<file path="src/design/sdram_rd_pack.sv">
// read-beat packer: joins the beats of a read into one
// 32-bit word and pulses data ready for reads and writes

`timescale 1ns/1ps

module sdram_rd_pack (
    input  logic        clk,
    input  logic        rst,
    input  logic        beat_valid,
    input  logic        beat_last,
    input  logic [15:0] beat,
    input  logic        write_done,
    output logic [31:0] data_read,
    output logic        data_rdy
);

    logic [15:0] first_q;  // first beat, goes to the upper half
    logic        pair;     // a first beat is waiting

    always_ff @(posedge clk or posedge rst) begin
        if (rst) begin
            pair     <= 1'b0;
            data_rdy <= 1'b0;
        end else begin
            data_rdy <= (beat_valid && beat_last) || write_done;
            if (beat_valid)
                pair <= !beat_last;
        end
    end

    always_ff @(posedge clk) begin
        if (beat_valid && !beat_last)
            first_q <= beat;
        if (beat_valid && beat_last)
            data_read <= {pair ? first_q : beat, beat};  // single beat copied up
    end

endmodule

</file>
<file path="config.mk">
export PLATFORM = sky130hd
export DESIGN_NAME = sdram_rd_pack
export DESIGN_NICKNAME = d
export VERILOG_FILES = /design/src/design/sdram_rd_pack.sv
export SDC_FILE = /design/constraint.sdc
export NUM_CORES = 1
export LEC_CHECK = 0
export BUFFER_PORTS_ARGS = -buffer_cell sky130_fd_sc_hd__buf_2
export CAP_MARGIN = 40
export CORE_AREA = 5 5 70 65
export CTS_CLUSTER_SIZE = 12
export DETAILED_ROUTE_END_ITERATION = 8
export DIE_AREA = 0 0 75 70
export GPL_ROUTABILITY_DRIVEN = 0
export GPL_TIMING_DRIVEN = 0
export PLACE_DENSITY = 0.75
export SYNTH_ARGS = -nofsm -noshare
export SYNTH_HDL_FRONTEND = slang
export SYNTH_SLANG_ARGS = --single-unit
</file>
<file path="constraint.sdc">
create_clock -name clk -period 1.9 [get_ports clk]
set_clock_uncertainty 0.15 [all_clocks]
set_input_delay 0.38 -clock clk [delete_from_list [all_inputs] [get_ports clk]]
set_output_delay 0.38 -clock clk [all_outputs]
set_load 0.005 [all_outputs]
</file>
==> insert_results.sql <==
INSERT INTO impl_metrics (metric_group, metric, value, unit) VALUES
('run_status', 'status', 'completed', ''),
('worst_setup_path', 'worst_ep_arrival_time', '1360', 'ps'),
('timing', 'timing_hold_violations_final', '0', ''),
('finish', 'most-common-layout-cells', 'buf_2 (53), edfxtp_1 (48), mux2_4 (9)', ''),
('clock_tree', 'cts_resized', '0', ''),
('clock_tree', 'clkTransAtPathRegs', '80', 'ps'),
('finish', 'multiInputGateArea', '240', 'um2'),
('timing', 'timing.final.crit_period', '1490', 'ps'),
('clock_tree', 'cts-htree-levels', '2', ''),
('logic_synthesis', 'syn_avg_cell_area', '23.9', 'um2'),
('finish', 'drive_gt1_share', '59.4', '%'),
('logic_synthesis', 'yosysWarningCount', '0', ''),
('die', 'rows', '21', ''),
('drt', 'post_drt_via_cell_ratio', '4.75', ''),
('worst_setup_path', 'critical-path-slowest-cell', 'nor2b_1', ''),
('finish', 'n_antenna_cell', '0', ''),
('clock_tree', 'cts_max_path_buffers', '2', ''),
('drt', 'drt_pre_antenna_iters', '2', ''),
('finish', 'layout.nets', '158', ''),
('worst_setup_path', 'worst-endpoint-required', '1760', 'ps'),
('finish', 'p_r_area_growth_vs_syn', '26.5', '%'),
('drt', 'vias', '874', ''),
('die', 'die_width', '75', 'um'),
('die', 'io_pins', '54', ''),
('pwr', 'power_density', '991', 'nW/um2'),
('timing', 'grt_setup_unrepaired', 'no', ''),
('drt', 'routed_wirelength_normalized_by_instance_count', '16.1', 'um'),
('die', 'core_area', '3700', 'um2'),
('finish', 'seq_area', '1490', 'um2'),
('global_route', 'antenna_found_initial', '0', ''),
('logic_synthesis', 'ys_types', '11', ''),
('global_route', 'first_global_vias', '898', ''),
('timing', 'highest_achievable_clock_rate', '0.669', 'GHz'),
('pwr', 'vdd_ir_drop_max', '0.687', 'mV'),
('logic_synthesis', 'synth_seq_cells', '50', ''),
('run', 'drv_cap', '0', ''),
('timing', 'worst_slew_pin_slew', '785', 'ps'),
('timing', 'setup_violations', '0', ''),
('logic_synthesis', 'synth_fp_nets', '95', ''),
('placement', 'place.port_buffers', '53', ''),
('logic_synthesis', 'syn_inst', '74', ''),
('timing', 'final.period_utilization', '78.6', '%'),
('global_route', 'gr-usage-all-layers', '11.9', '%'),
('timing', 'slew_limit_headroom', '47.6', '%'),
('drt', 'totalWireLength', '2.96', 'mm'),
('worst_setup_path', 'crit_family', 'simple AND/OR/NAND/NOR gates', ''),
('global_route', 'grt_start_max_net_pins', '23', ''),
('global_route', 'grt-ovfl-total', '0', ''),
('drt', 'drc', '0', ''),
('worst_setup_path', 'timing.critical_path.buf_inv', '2', ''),
('timing', 'hold_slack', '130', 'ps'),
('pwr', 'leakage_power_summed_over_all_cells', '0.000893', 'uW'),
('worst_setup_path', 'max_stage_delay', '630', 'ps'),
('timing', 'totalNegativeSetupSlack', '0', 'ps'),
('die', 'initial_utilization', '47.7', '%'),
('finish', 'filler_cell_count', '272', ''),
('worst_setup_path', 'crit_chain', 'buf_2 -> nor2b_1 -> buf_6', ''),
('clock_tree', 'cts_made_buffers', '5', ''),
('die', 'chip_height', '70', 'um'),
('clock_tree', 'clkLatencyLatePin', '290', 'ps'),
('drt', 'route.antenna.remaining_nets', '0', ''),
('placement', 'detailed_place_hpwl', '2.15', 'mm'),
('clock_tree', 'cts_root_buf', 'clkbuf_8', ''),
('worst_setup_path', 'critical_path.startpoint_type', 'input port', ''),
('clock_tree', 'cts_sinks', '50', ''),
('die', 'design.die.area', '5250', 'um2'),
('worst_hold_path', 'tightest_hold_check_type', 'in2reg', ''),
('drt', 'drt-initial-drc-count', '63', ''),
('worst_setup_path', 'timing.setup.critical_path_class', 'in2reg', ''),
('global_route', 'grt_first_pass_wirelength', '4.52', 'mm'),
('timing', 'timing_max_transition_violations_final', '0', ''),
('clock_tree', 'cts_tree', 'built', ''),
('finish', 'mostFrequentLayoutCell', 'buf_2', ''),
('worst_setup_path', 'critical_path_peak_fanout', '9', ''),
('worst_setup_path', 'critPathCaptureType', 'flip-flop', ''),
('logic_synthesis', 'syn_area', '1770', 'um2'),
('logic_synthesis', 'synth.yosys.seq_area_share', '84.4', '%');
cells by family after synthesis:
family / synth area share, %
multiplexers: 12.1
flip-flops: 84.4
AND/OR/NAND/NOR: 1.49
buffers and inverters: 1.98
worst register-to-register path, cell delays in order, from the launching register on:
cell and delay (ps):
dfrtp_1 390, buf_6 150, buf_12 150, mux2_4 290
final timing paths:
kind	start	end	slack, ps	cells past startpoint
hold / removal	write_done	data_rdy	130	2
setup / recovery	beat_valid	first_q[13]	410	3
min in group asynchronous	rst	data_rdy	330	3
setup reg to reg	pair	data_read[24]	530	3
hold reg to reg	first_q[10]	data_read[26]	400	1
max in group asynchronous	rst	pair	1150	3
power by group:
part	internal, uW	total, uW	switching, uW
sequential	1290	1310	16.3
clock	387	715	327
combinational	107	193	85.8
layout make-up:
class	count	area share, %
clock buffers	5	3.08
inverters	1	0.168
well taps	46	2.58
multi-input cells	21	10.8
repair buffers	56	13.5
flip-flops and latches	50	66.7
plain buffers	2	1.40
clock inverters	3	1.79
Yosys cell counts (all sizes together):
| library cell | number | area [um2] |
|---|---|---|
| edfxtp | 48 | 1440 |
| mux2 | 16 | 214 |
| buf | 2 | 31.3 |
| dfrtp | 2 | 50.1 |
| nor2 | 2 | 7.51 |
| and2 | 1 | 6.26 |
| inv | 1 | 3.75 |
| nor2b | 1 | 6.26 |
| or2 | 1 | 6.26 |
flip-flops by register name (all words and copies together), names as in the netlist:
name / flops
first_q: 16
data_read: 32
pair: 1
data_rdy: 1
per-layer routing:
layer | track usage, % | part of all wire (%) | vias up | wire length, um
li1 | - | - | 410 | -
met1 | 14.5 | 39 | 423 | 1150
met2 | 18.9 | 51 | 35 | 1510
met3 | 4.88 | 8.6 | 6 | 253
met4 | 4.15 | 1.5 | 0 | 45
met5 | 0 | 0 | - | 0
metrics by stage:
stage	worst slack, ps	power [uW]	instances	utilization (%)	instance area [um2]
2_1_floorplan	156	1430	74	-	1770
3_5_place_dp	61.6	1530	175	57.1	2120
5_1_grt	351	2310	184	60.3	2230
4_1_cts	384	2240	184	60.3	2230
3_3_place_gp	-257	1510	173	56.4	2090
6_report	406	2210	184	60.3	2230
what timing repair did:
item,CTS,global route
setup buffers,0,0
hold endpoints to repair,2,0
endpoints found under the setup margin,0,0
hold buffers,1,0
(Power assumes the default switching activity.)
