--- src/design/mem_req_pkg.sv ---
// request field widths and the access kind passed
// from the arbiter to the sequencer

package mem_req_pkg;

    localparam int ADDR_W = 22;  // row + column
    localparam int ROW_W  = 13;
    localparam int COL_W  = 9;
    localparam int BANK_W = 2;

    typedef enum logic [1:0] {
        ACC_NONE    = 2'd0,
        ACC_READ    = 2'd1,
        ACC_WRITE   = 2'd2,
        ACC_REFRESH = 2'd3
    } acc_t;

endpackage

--- src/design/sdram_cmd_pkg.sv ---
// SDRAM command encodings on the control pins,
// mode register fields and the fixed timing counts

package sdram_cmd_pkg;

    // bit order {n_cs, n_ras, n_cas, n_we}
    typedef enum logic [3:0] {
        CMD_LOAD_MODE    = 4'b0000,
        CMD_AUTO_REFRESH = 4'b0001,
        CMD_PRECHARGE    = 4'b0010,
        CMD_ACTIVATE     = 4'b0011,
        CMD_WRITE        = 4'b0100,
        CMD_READ         = 4'b0101,
        CMD_NOP          = 4'b0111,
        CMD_INHIBIT      = 4'b1000  // chip not selected
    } cmd_t;

    localparam logic [13:0] INIT_WAIT = 14'd200;  // kept short for simulation
    localparam int          CAS_LAT   = 2;

    // single write burst, CL2, sequential
    // bit 0 picks the burst: 0 one word, 1 two words
    localparam logic [11:0] MODE_BASE = 12'b00_1_00_010_0_000;

    localparam int REFRESH_IDLE = 3;            // idle slot-zero visits
    localparam int NUM_SLOTS    = 7;            // slots in one access
    localparam int BEAT_SLOT    = 3 + CAS_LAT;  // first read beat sampled here

endpackage

--- src/design/sdram_req_arb.sv ---
// request arbiter: mode reload, download port, game port
// and idle refresh, in that order of priority

`timescale 1ns/1ps

module sdram_req_arb (
    input  logic                           clk,
    input  logic                           rst,
    input  logic                           downloading,
    input  logic                           prog_we,
    input  logic                           prog_rd,
    input  logic [mem_req_pkg::ADDR_W-1:0] prog_addr,
    input  logic [mem_req_pkg::BANK_W-1:0] prog_bank,
    input  logic [1:0]                     prog_mask,
    input  logic [7:0]                     prog_data,
    input  logic                           read_req,
    input  logic                           sdram_rnw,
    input  logic [mem_req_pkg::ADDR_W-1:0] sdram_addr,
    input  logic [mem_req_pkg::BANK_W-1:0] sdram_bank,
    input  logic [1:0]                     sdram_wrmask,
    input  logic [15:0]                    data_write,
    input  logic                           refresh_en,
    input  logic                           slot_idle,
    input  logic                           take,
    output mem_req_pkg::acc_t              acc_kind,
    output logic [mem_req_pkg::ADDR_W-1:0] acc_addr,
    output logic [mem_req_pkg::BANK_W-1:0] acc_bank,
    output logic [1:0]                     acc_mask,
    output logic [15:0]                    acc_wdata,
    output logic                           acc_load_mode,
    output logic                           acc_burst2,
    output logic                           sdram_ack
);

    logic dl_we;      // registered download strobes
    logic dl_rd;
    logic dl_last;    // downloading, one cycle late
    logic reload;     // mode reload pending
    logic burst_sel;
    logic [$clog2(sdram_cmd_pkg::REFRESH_IDLE+1)-1:0] idle_cnt;
    logic refresh_req;

    assign refresh_req = idle_cnt == sdram_cmd_pkg::REFRESH_IDLE;

    always_ff @(posedge clk or posedge rst) begin
        if (rst) begin
            dl_we     <= 1'b0;
            dl_rd     <= 1'b0;
            dl_last   <= 1'b0;
            reload    <= 1'b0;
            burst_sel <= 1'b1;  // power-up mode is burst 2
            idle_cnt  <= '0;
            sdram_ack <= 1'b0;
        end else begin
            dl_we     <= downloading && prog_we;
            dl_rd     <= downloading && prog_rd;
            dl_last   <= downloading;
            sdram_ack <= take && (acc_kind == mem_req_pkg::ACC_READ ||
                                  acc_kind == mem_req_pkg::ACC_WRITE);
            if (take && acc_load_mode)
                reload <= 1'b0;
            if (downloading != dl_last) begin  // a new edge wins over the clear
                reload    <= 1'b1;
                burst_sel <= !downloading;     // single beats while downloading
            end
            // any slot-zero work restarts the idle count
            if (!refresh_en || take)
                idle_cnt <= '0;
            else if (slot_idle && !refresh_req)
                idle_cnt <= idle_cnt + 1'b1;
        end
    end

    always_comb begin
        acc_load_mode = reload;
        acc_burst2    = burst_sel;
        acc_kind      = mem_req_pkg::ACC_NONE;
        if (dl_last) begin  // download fields, byte on both lanes
            acc_addr  = prog_addr;
            acc_bank  = prog_bank;
            acc_mask  = prog_mask;
            acc_wdata = {prog_data, prog_data};
        end else begin
            acc_addr  = sdram_addr;
            acc_bank  = sdram_bank;
            acc_mask  = sdram_wrmask;
            acc_wdata = data_write;
        end
        if (reload)
            acc_kind = mem_req_pkg::ACC_NONE;  // load mode goes alone
        else if (dl_we || dl_rd)
            acc_kind = dl_we ? mem_req_pkg::ACC_WRITE : mem_req_pkg::ACC_READ;
        else if (read_req && !downloading)
            acc_kind = sdram_rnw ? mem_req_pkg::ACC_READ : mem_req_pkg::ACC_WRITE;
        else if (refresh_req)
            acc_kind = mem_req_pkg::ACC_REFRESH;
    end

endmodule

--- config.mk ---
export PLATFORM = sky130hd
export DESIGN_NAME = sdram_req_arb
export DESIGN_NICKNAME = d
export VERILOG_FILES = /design/src/design/mem_req_pkg.sv /design/src/design/sdram_cmd_pkg.sv /design/src/design/sdram_req_arb.sv
export SDC_FILE = /design/constraint.sdc
export NUM_CORES = 1
export LEC_CHECK = 0
export ABC_AREA = 1
export BUFFER_PORTS_ARGS = -buffer_cell sky130_fd_sc_hd__buf_2
export CORE_UTILIZATION = 28
export CTS_BUF_LIST = sky130_fd_sc_hd__clkbuf_4
export DETAILED_ROUTE_END_ITERATION = 6
export PLACE_DENSITY = 0.79
export SYNTH_ARGS = -nofsm -noshare
export SYNTH_HDL_FRONTEND = slang
export SYNTH_SLANG_ARGS = --single-unit
--- constraint.sdc ---
create_clock -name clk -period 1.2 [get_ports clk]
set_clock_uncertainty 0.15 [all_clocks]
set_input_delay 0.12 -clock clk [delete_from_list [all_inputs] [get_ports clk]]
set_output_delay 0.12 -clock clk [all_outputs]
set_load 0.1 [all_outputs]
==> results of run 1 <==
## what timing repair did
item,in CTS
pin swaps,3
hold buffers,5
setup buffers,12
endpoints found under the hold margin,13
setup endpoints to repair,50
gates resized for setup,31
## stage by stage
stage / hold slack, ns / area, um2
4_1_cts: 0.0191 / 2980
2_1_floorplan: -0.215 / 1270
3_5_place_dp: -0.0674 / 2720
3_3_place_gp: -0.0807 / 2720
## Yosys cell counts, types with 2 or more instances
cell	count	area, um2
mux2_4	2	30.0
a21oi_1	3	15.0
buf_6	4	45.0
nand2_1	18	67.6
nor2_1	3	11.3
o21ai_0	19	95.1
mux2_2	24	270
inv_1	29	109
dfrtp_1	7	175
## kinds of logic after synthesis
logic type                 count (synthesis)
AOI/OAI and AO/OA                         23
xor gates and xnor gates                   1
adders and majority gates                  2
buffers and inverters                     36
DFF                                        8
muxes                                     26
and+or+nand+nor                           25
==> results.sh, run 1 <==
export IMPL_outcome="aborted with a tool error"
export IMPL_haltStage="global routing (5_1_grt)"
export IMPL_firstError="[ERROR DPL-0038] Utilization greater than 100%, impossible to legalize"
export IMPL_cts_buffers=3
export IMPL_synth_fp_nets=208
export IMPL_grt_max_degree=20
export IMPL_cts_max_level=1
export IMPL_start_util_pct=29.8
export IMPL_synth_edf_count=0
export IMPL_chipHeight_um=59.5
export IMPL_port_buffer_count=132
export IMPL_ys_ff_latch=8
export IMPL_dp_slack_ns=-0.279
export IMPL_synthMuxAreaShare_pct=32.4
export IMPL_synthFlopType="dfrtp_1"
export IMPL_clock_sinks=8
export IMPL_crit_endpoint="acc_kind[0]"
export IMPL_clockBufferDepth=2
export IMPL_worstEpCategory="primary output"
export IMPL_synth_seq_area_share_pct=21.8
export IMPL_routabilityCongestion=0.895
export IMPL_dp_hpwl_um=4200
export IMPL_syn_area_per_cell_um2=7.65
export IMPL_syn_cell_area_um2=926
export IMPL_synth_async_reset_ratio_pct=100
export IMPL_synth_top_family_by_area="multiplexers"
export IMPL_rows=20
export IMPL_synth_compound_area_share_pct=12.8
export IMPL_die_x_um=59.5
export IMPL_io_pin_count=133
export IMPL_yosysWarnings=0
export IMPL_root_buffer="clkbuf_4"
export IMPL_synth_simple_area_share_pct=11.5
export IMPL_synth_cell_types=21
export IMPL_synthAdderAreaFrac_pct=2.57
export IMPL_placed_cells=303
export IMPL_postSynthCellCount=121
export IMPL_synthXorXnorAreaFrac_pct=0.946
==> inputs of run 2 (changes only) <==
--- a/config.mk
+++ b/config.mk
@@ -7,10 +7,10 @@
 export LEC_CHECK = 0
 export ABC_AREA = 1
 export BUFFER_PORTS_ARGS = -buffer_cell sky130_fd_sc_hd__buf_2
-export CORE_UTILIZATION = 28
-export CTS_BUF_LIST = sky130_fd_sc_hd__clkbuf_4
+export CORE_AREA = 2 2 63 65
 export DETAILED_ROUTE_END_ITERATION = 6
-export PLACE_DENSITY = 0.79
+export DIE_AREA = 0 0 65 67
+export PLACE_DENSITY_LB_ADDON = 0.15
 export SYNTH_ARGS = -nofsm -noshare
 export SYNTH_HDL_FRONTEND = slang
 export SYNTH_SLANG_ARGS = --single-unit
==> constraint.sdc (replaced) <==
create_clock -name clk -period 1.6 [get_ports clk]
set_clock_uncertainty 0.15 [all_clocks]
set_input_delay 0.16 -clock clk [delete_from_list [all_inputs] [get_ports clk]]
set_output_delay 0.16 -clock clk [all_outputs]
set_load 0.1 [all_outputs]
==> run 2 against run 1 <==
Compared with the run above: the flow now finishes, with violations (negative setup slack); synthesized area stayed put; synthesized cell count did not move.
==> results.sh, run 2 <==
export IMPL_ant_nets=0
export IMPL_syn_cell_area_um2=926
export IMPL_synth_cell_types=21
export IMPL_postSynthCellCount=121
export IMPL_hp_start="downloading"
export IMPL_arrival_ns=1.48
export IMPL_final_util_pct=84.5
export IMPL_regArea_um2=206
export IMPL_synth_fp_nets=208
export IMPL_violations="negative setup slack"
export IMPL_max_cap_viol_count=0
export IMPL_relSlewSlack_pct=67.0
export IMPL_yosysMostFrequentCell="inv_1"
export IMPL_final_cell_mix="buf_2, buf_12, inv_1"
export IMPL_dpl_cell_area_mm2=0.00249
export IMPL_cts_max_level=1
export IMPL_dp_hpwl_um=3330
export IMPL_use_met2_pct=41.2
export IMPL_drt_iter0_drc=69
export IMPL_fmax_mhz=557
export IMPL_final_common_cell="buf_2"
export IMPL_grt_max_degree=15
export IMPL_firstDrtPassIters=6
export IMPL_top_register="idle_cnt"
export IMPL_nFillCells=199
export IMPL_post_route_min_period_ns=1.79
export IMPL_root_buffer="clkbuf_8"
export IMPL_r2r_end="idle_cnt[1]$_DFFE_PP0P_"
export IMPL_path_max_fanout=7
export IMPL_clock_latency_ns=0.24
export IMPL_cp_slowest_cell="dfrtp_2"
export IMPL_ys_top_cells_by_count="inv_1, mux2_2, o21ai_0"
export IMPL_period_share_pct=112
export IMPL_clockBufferDepth=2
export IMPL_synthMuxAreaShare_pct=32.4
export IMPL_grt_busiest_layer="met2"
export IMPL_yosysWarnings=0
export IMPL_grtUsageTotal_pct=20.8
export IMPL_hold_depth=3
export IMPL_multi_input_area_um2=893
export IMPL_core_mm2=0.00361
export IMPL_routed_wl_um=5590
export IMPL_dieArea_mm2=0.00436
export IMPL_vias=1495
export IMPL_area_growth_syn_to_layout_pct=229
export IMPL_grt_pass1_wl_um=6870
export IMPL_largest_reg_flops=2
export IMPL_diodes=0
export IMPL_ys_ff_latch=8
export IMPL_syn_area_per_cell_um2=7.65
export IMPL_drive_gt1_share_pct=80.4
export IMPL_cts_buffers=3
export IMPL_yosys_area_top_type_share_pct=29.2
export IMPL_final_max_slew_viol_count=0
export IMPL_rows=22
export IMPL_ir_worst_vdd_mv=0.645
export IMPL_use_met3_pct=4.05
export IMPL_dp_slack_ns=0.0801
export IMPL_min_path_type="in -> reg"
export IMPL_grt_overflow=0
export IMPL_grt_pass1_vias=1389
export IMPL_start_util_pct=25.7
export IMPL_synthFlopType="dfrtp_1"
export IMPL_hold_violations=0
export IMPL_worstPathCellList="buf_12 > clkbuf_16 > mux2_2 > buf_12"
export IMPL_vias_per_cell=4.54
export IMPL_die_x_um=65
export IMPL_io_pin_count=133
export IMPL_drc=0
export IMPL_reg2reg_setup_slack_ns=0.03
export IMPL_fin_nets=369
export IMPL_max_stage_delay_ns=0.39
export IMPL_grtUsageMet1_pct=22.2
export IMPL_setup_slack_ns=-0.194
export IMPL_required_ns=1.29
export IMPL_antenna_found_initial=0
export IMPL_whs_ns=0.0322
export IMPL_chipHeight_um=67
export IMPL_r2r_worst_path_cells=9
export IMPL_synth_simple_area_share_pct=11.5
export IMPL_synth_top_family_by_area="multiplexers"
export IMPL_setup_violations=43
export IMPL_port_buffer_count=132
export IMPL_crit_top_cell="buf_12"
export IMPL_critPathLaunchType="register"
export IMPL_worst_pin_slew_ns=0.499
export IMPL_fin_area_mm2=0.00305
export IMPL_powerDensity_mw_per_mm2=696
export IMPL_rsz0062_at_grt="yes"
export IMPL_synthAdderAreaFrac_pct=2.57
export IMPL_outcome="finished, violations left"
export IMPL_clock_sinks=8
export IMPL_yosysTopAreaCell="mux2_2"
export IMPL_synth_async_reset_ratio_pct=100
export IMPL_endpoint_kind="output pin"
export IMPL_synth_compound_area_share_pct=12.8
export IMPL_routedWlPerCell_um=17.0
export IMPL_clk_pin_slew_ns=0.05
export IMPL_critPathKind="reg -> out"
export IMPL_synth_top_cells_by_area="mux2_2, dfrtp_1, inv_1, o21ai_0, nand2_1"
export IMPL_synth_edf_count=0
export IMPL_routabilityCongestion=0.869
export IMPL_synth_seq_area_share_pct=21.8
export IMPL_cts_tree="built"
export IMPL_leakagePower_uw=0.00160
export IMPL_synthXorXnorAreaFrac_pct=0.946
export IMPL_worstHoldEndpoint="dl_rd$_DFF_PP0_"
export IMPL_timing_rr_start="idle_cnt[1]$_DFFE_PP0P_"
-- run 2: logic make-up (layout without fill, tap and decap cells) --
| group | count (synthesis) | count (layout) |
|---|---|---|
| AOI/OAI and AO/OA | 23 | 23 |
| xor gates and xnor gates | 1 | 1 |
| adders and majority gates | 2 | 2 |
| buffers and inverters | 36 | 196 |
| DFF | 8 | 8 |
| muxes | 26 | 26 |
| and+or+nand+nor | 25 | 25 |
-- run 2: timing repair --
action	in CTS	in global routing
pin swaps	9	7
gates resized for setup	29	27
hold endpoints to repair	12	0
gates cloned	1	2
setup buffers	9	10
hold buffers	5	0
setup endpoints to repair	44	46
-- run 2: cell type report --
cell class	count	share of cell area, %
multi-input cells	77	29.3
well taps	48	1.97
flip-flops and latches	8	6.78
inverters	30	3.94
repair buffers	162	56.5
clock buffers	4	1.48
-- run 2: worst max path at each step --
stage / startpoint / end / slack [ns]
global placement: dl_last$_DFF_PP0_ / acc_wdata[3] / 0.1
CTS: dl_last$_DFF_PP0_ / acc_addr[1] / -0.14
detailed placement: dl_last$_DFF_PP0_ / acc_wdata[3] / 0.08
global route: idle_cnt[1]$_DFFE_PP0P_ / acc_kind[0] / -0.25
finish: dl_last$_DFF_PP0_ / acc_addr[16] / -0.19
floorplan: dl_last$_DFF_PP0_ / acc_wdata[13] / -0.20
-- run 2: stage by stage --
| step | std cells | power, uW | TNS (ns) |
|---|---|---|---|
| 5_1_grt | 329 | 2180 | -6.76 |
| 6_report | 329 | 2120 | -5.34 |
| 4_1_cts | 318 | 2030 | -4.28 |
| 2_1_floorplan | 121 | 1140 | -0.652 |
| 3_3_place_gp | 299 | 1680 | 0 |
| 3_5_place_dp | 299 | 1690 | 0 |
-- run 2: metal layers --
| layer | routed length [um] | part of all wire [%] | up-vias |
|---|---|---|---|
| li1 | - | - | 703 |
| met1 | 2010 | 36 | 711 |
| met2 | 3160 | 56 | 72 |
| met3 | 360 | 6.4 | 9 |
| met4 | 70 | 1.3 | 0 |
| met5 | 0 | 0 | - |
-- run 2: critical path: cells and delay by family, from the launching register on --
family                 cells  cell delay, ns
buffers and inverters      3            0.49
flip-flops                 1            0.39
multiplexers               1            0.37
-- run 2: power breakdown --
group          total, uW  switching, uW  leakage [uW]  internal (uW)
Sequential           231           10.6     0.0000978            220
Combinational       1620            992       0.00148            625
Clock                271           96.8     0.0000228            174
No activity file was read; power rests on OpenSTA's default activity.
==> inputs of run 3 (changes only) <==
--- a/config.mk
+++ b/config.mk
@@ -11,6 +11,7 @@
 export DETAILED_ROUTE_END_ITERATION = 6
 export DIE_AREA = 0 0 65 67
 export PLACE_DENSITY_LB_ADDON = 0.15
+export REMOVE_ABC_BUFFERS = 1
 export SYNTH_ARGS = -nofsm -noshare
 export SYNTH_HDL_FRONTEND = slang
 export SYNTH_SLANG_ARGS = --single-unit
==> run 3 against run 2 <==
Compared with the run above: total power decreased by 10%; highest routed layer unchanged; flip-flop and latch count is the same; sequential power hardly changed; sequential share of layout area grew 1.3 points; final area decreased by 18%; maximum frequency is 5.3% higher; final cell count decreased by 5.8%; combinational power is 12% lower; critical endpoint is now acc_mask[0]; register-to-register slack gained 0.27 ns; largest power group unchanged; non-clock buffer count is 19 lower; the flow still finishes with violations (negative setup slack); first-iteration DRC count fell by 19%.
==> results.sh, run 3 (synthesized netlist as in run 2, its figures left out) <==
export IMPL_ant_nets=0
export IMPL_grtUsageTotal_pct=19.1
export IMPL_drc=0
export IMPL_grt_overflow=0
export IMPL_clockBufferDepth=2
export IMPL_clk_pin_slew_ns=0.04
export IMPL_final_common_cell="buf_2"
export IMPL_drt_iter0_drc=56
export IMPL_seq_power_share_pct=12.0
export IMPL_outcome="finished, violations left"
export IMPL_clock_sinks=8
export IMPL_routabilityCongestion=0.869
export IMPL_chipHeight_um=67
export IMPL_dpl_cell_area_mm2=0.00231
export IMPL_endpoint_kind="output pin"
export IMPL_critPathLaunchType="register"
export IMPL_dp_hpwl_um=3860
export IMPL_arrival_ns=1.39
export IMPL_start_util_pct=25.7
export IMPL_dieArea_mm2=0.00436
export IMPL_nFillCells=305
export IMPL_clkPwrFrac_pct=13.0
export IMPL_hold_violations=0
export IMPL_relSlewSlack_pct=67.0
export IMPL_top_register="idle_cnt"
export IMPL_setup_slack_ns=-0.104
export IMPL_vias_per_cell=4.35
export IMPL_drive_gt1_share_pct=69.5
export IMPL_rsz0062_at_grt="yes"
export IMPL_clock_latency_ns=0.23
export IMPL_setup_violations=39
export IMPL_firstDrtPassIters=4
export IMPL_grt_pass1_vias=1268
export IMPL_period_share_pct=106
export IMPL_area_growth_syn_to_layout_pct=170
export IMPL_fin_area_mm2=0.00250
export IMPL_p_int_uw=912
export IMPL_leakagePower_uw=0.00137
export IMPL_grt_pass1_wl_um=6230
export IMPL_io_pin_count=133
export IMPL_rows=22
export IMPL_comb_power_share_pct=75.0
export IMPL_post_route_min_period_ns=1.70
export IMPL_root_buffer="clkbuf_8"
export IMPL_regArea_um2=203
export IMPL_critPathKind="reg -> out"
export IMPL_largest_reg_flops=2
export IMPL_ir_worst_vdd_mv=0.496
export IMPL_fmax_mhz=587
export IMPL_switchingPower_uw=991
export IMPL_final_setup_tns_ns=-2.01
export IMPL_required_ns=1.29
export IMPL_cts_tree="built"
export IMPL_cts_buffers=3
export IMPL_antenna_found_initial=0
export IMPL_vias=1348
export IMPL_multi_input_area_um2=624
export IMPL_violations="negative setup slack"
export IMPL_whs_ns=0.0457
export IMPL_final_max_slew_viol_count=0
export IMPL_grt_max_degree=22
export IMPL_diodes=0
export IMPL_worst_pin_slew_ns=0.498
export IMPL_switching_share_pct=52.1
export IMPL_path_max_fanout=21
export IMPL_powerDensity_mw_per_mm2=762
export IMPL_min_path_type="in -> reg"
export IMPL_routed_wl_um=4430
export IMPL_core_mm2=0.00361
export IMPL_cts_max_level=1
export IMPL_max_cap_viol_count=0
export IMPL_fin_nets=350
export IMPL_port_buffer_count=132
export IMPL_final_cell_mix="buf_2, buf_12, inv_1"
export IMPL_die_x_um=65
export IMPL_routedWlPerCell_um=14.3
[run 3: cell type report]
cell class | count | area share, %
flip-flops and latches | 8 | 8.11
inverters | 30 | 4.51
well taps | 48 | 2.40
repair buffers | 143 | 58.2
clock buffers | 4 | 1.80
multi-input cells | 77 | 25.0
[run 3: timing repair]
action | in CTS | in global routing
endpoints found under the setup margin | 44 | 42
buffers inserted | 2 | 1
hold buffers | 5 | 0
gates resized for setup | 33 | 4
endpoints found under the hold margin | 12 | 0
pin swaps | 4 | 2
[run 3: worst paths after layout]
path	cells after the start	endpoint	slack (ns)	from
max	3	acc_mask[0]	-0.10	dl_last$_DFF_PP0_
min	3	dl_we$_DFF_PP0_	0.05	downloading
max reg2reg	6	sdram_ack$_DFF_PP0_	0.30	idle_cnt[0]$_DFFE_PP0P_
min reg2reg	2	idle_cnt[1]$_DFFE_PP0P_	0.37	idle_cnt[1]$_DFFE_PP0P_
max in group asynchronous	3	acc_burst2$_DFFE_PP1P_	0.75	rst
min in group asynchronous	3	dl_rd$_DFF_PP0_	0.27	rst
[run 3: critical path, cell delays in order, from the launching register on]
cell and delay [ns]:
dfrtp_2 0.44, buf_12 0.18, mux2_2 0.37, buf_12 0.17
[run 3: through the flow]
stage,power (uW),util [%],setup slack [ns],std cells
floorplan,1060,-,-1.89,115
global placement,1610,64.2,0.135,298
detailed placement,1620,64.2,0.0925,298
CTS,1920,68.8,-0.110,309
global route,1970,69.3,-0.156,310
finish,1900,69.3,-0.104,310
[run 3: layer usage]
layer | share of wire [%] | track usage, % | up-vias | routed length, um
li1 | - | - | 665 | -
met1 | 31 | 18.2 | 610 | 1370
met2 | 60 | 38.9 | 67 | 2650
met3 | 7.8 | 5.74 | 6 | 345
met4 | 1.4 | 5.05 | 0 | 61
met5 | 0 | 0 | - | 0
[run 3: power by group through the flow]
stage,Combinational (uW),Clock (uW),Sequential [uW]
floorplan,770,0,294
global placement,1380,0,230
detailed placement,1390,0,231
CTS,1430,259,228
global route,1470,270,230
finish,1430,247,228
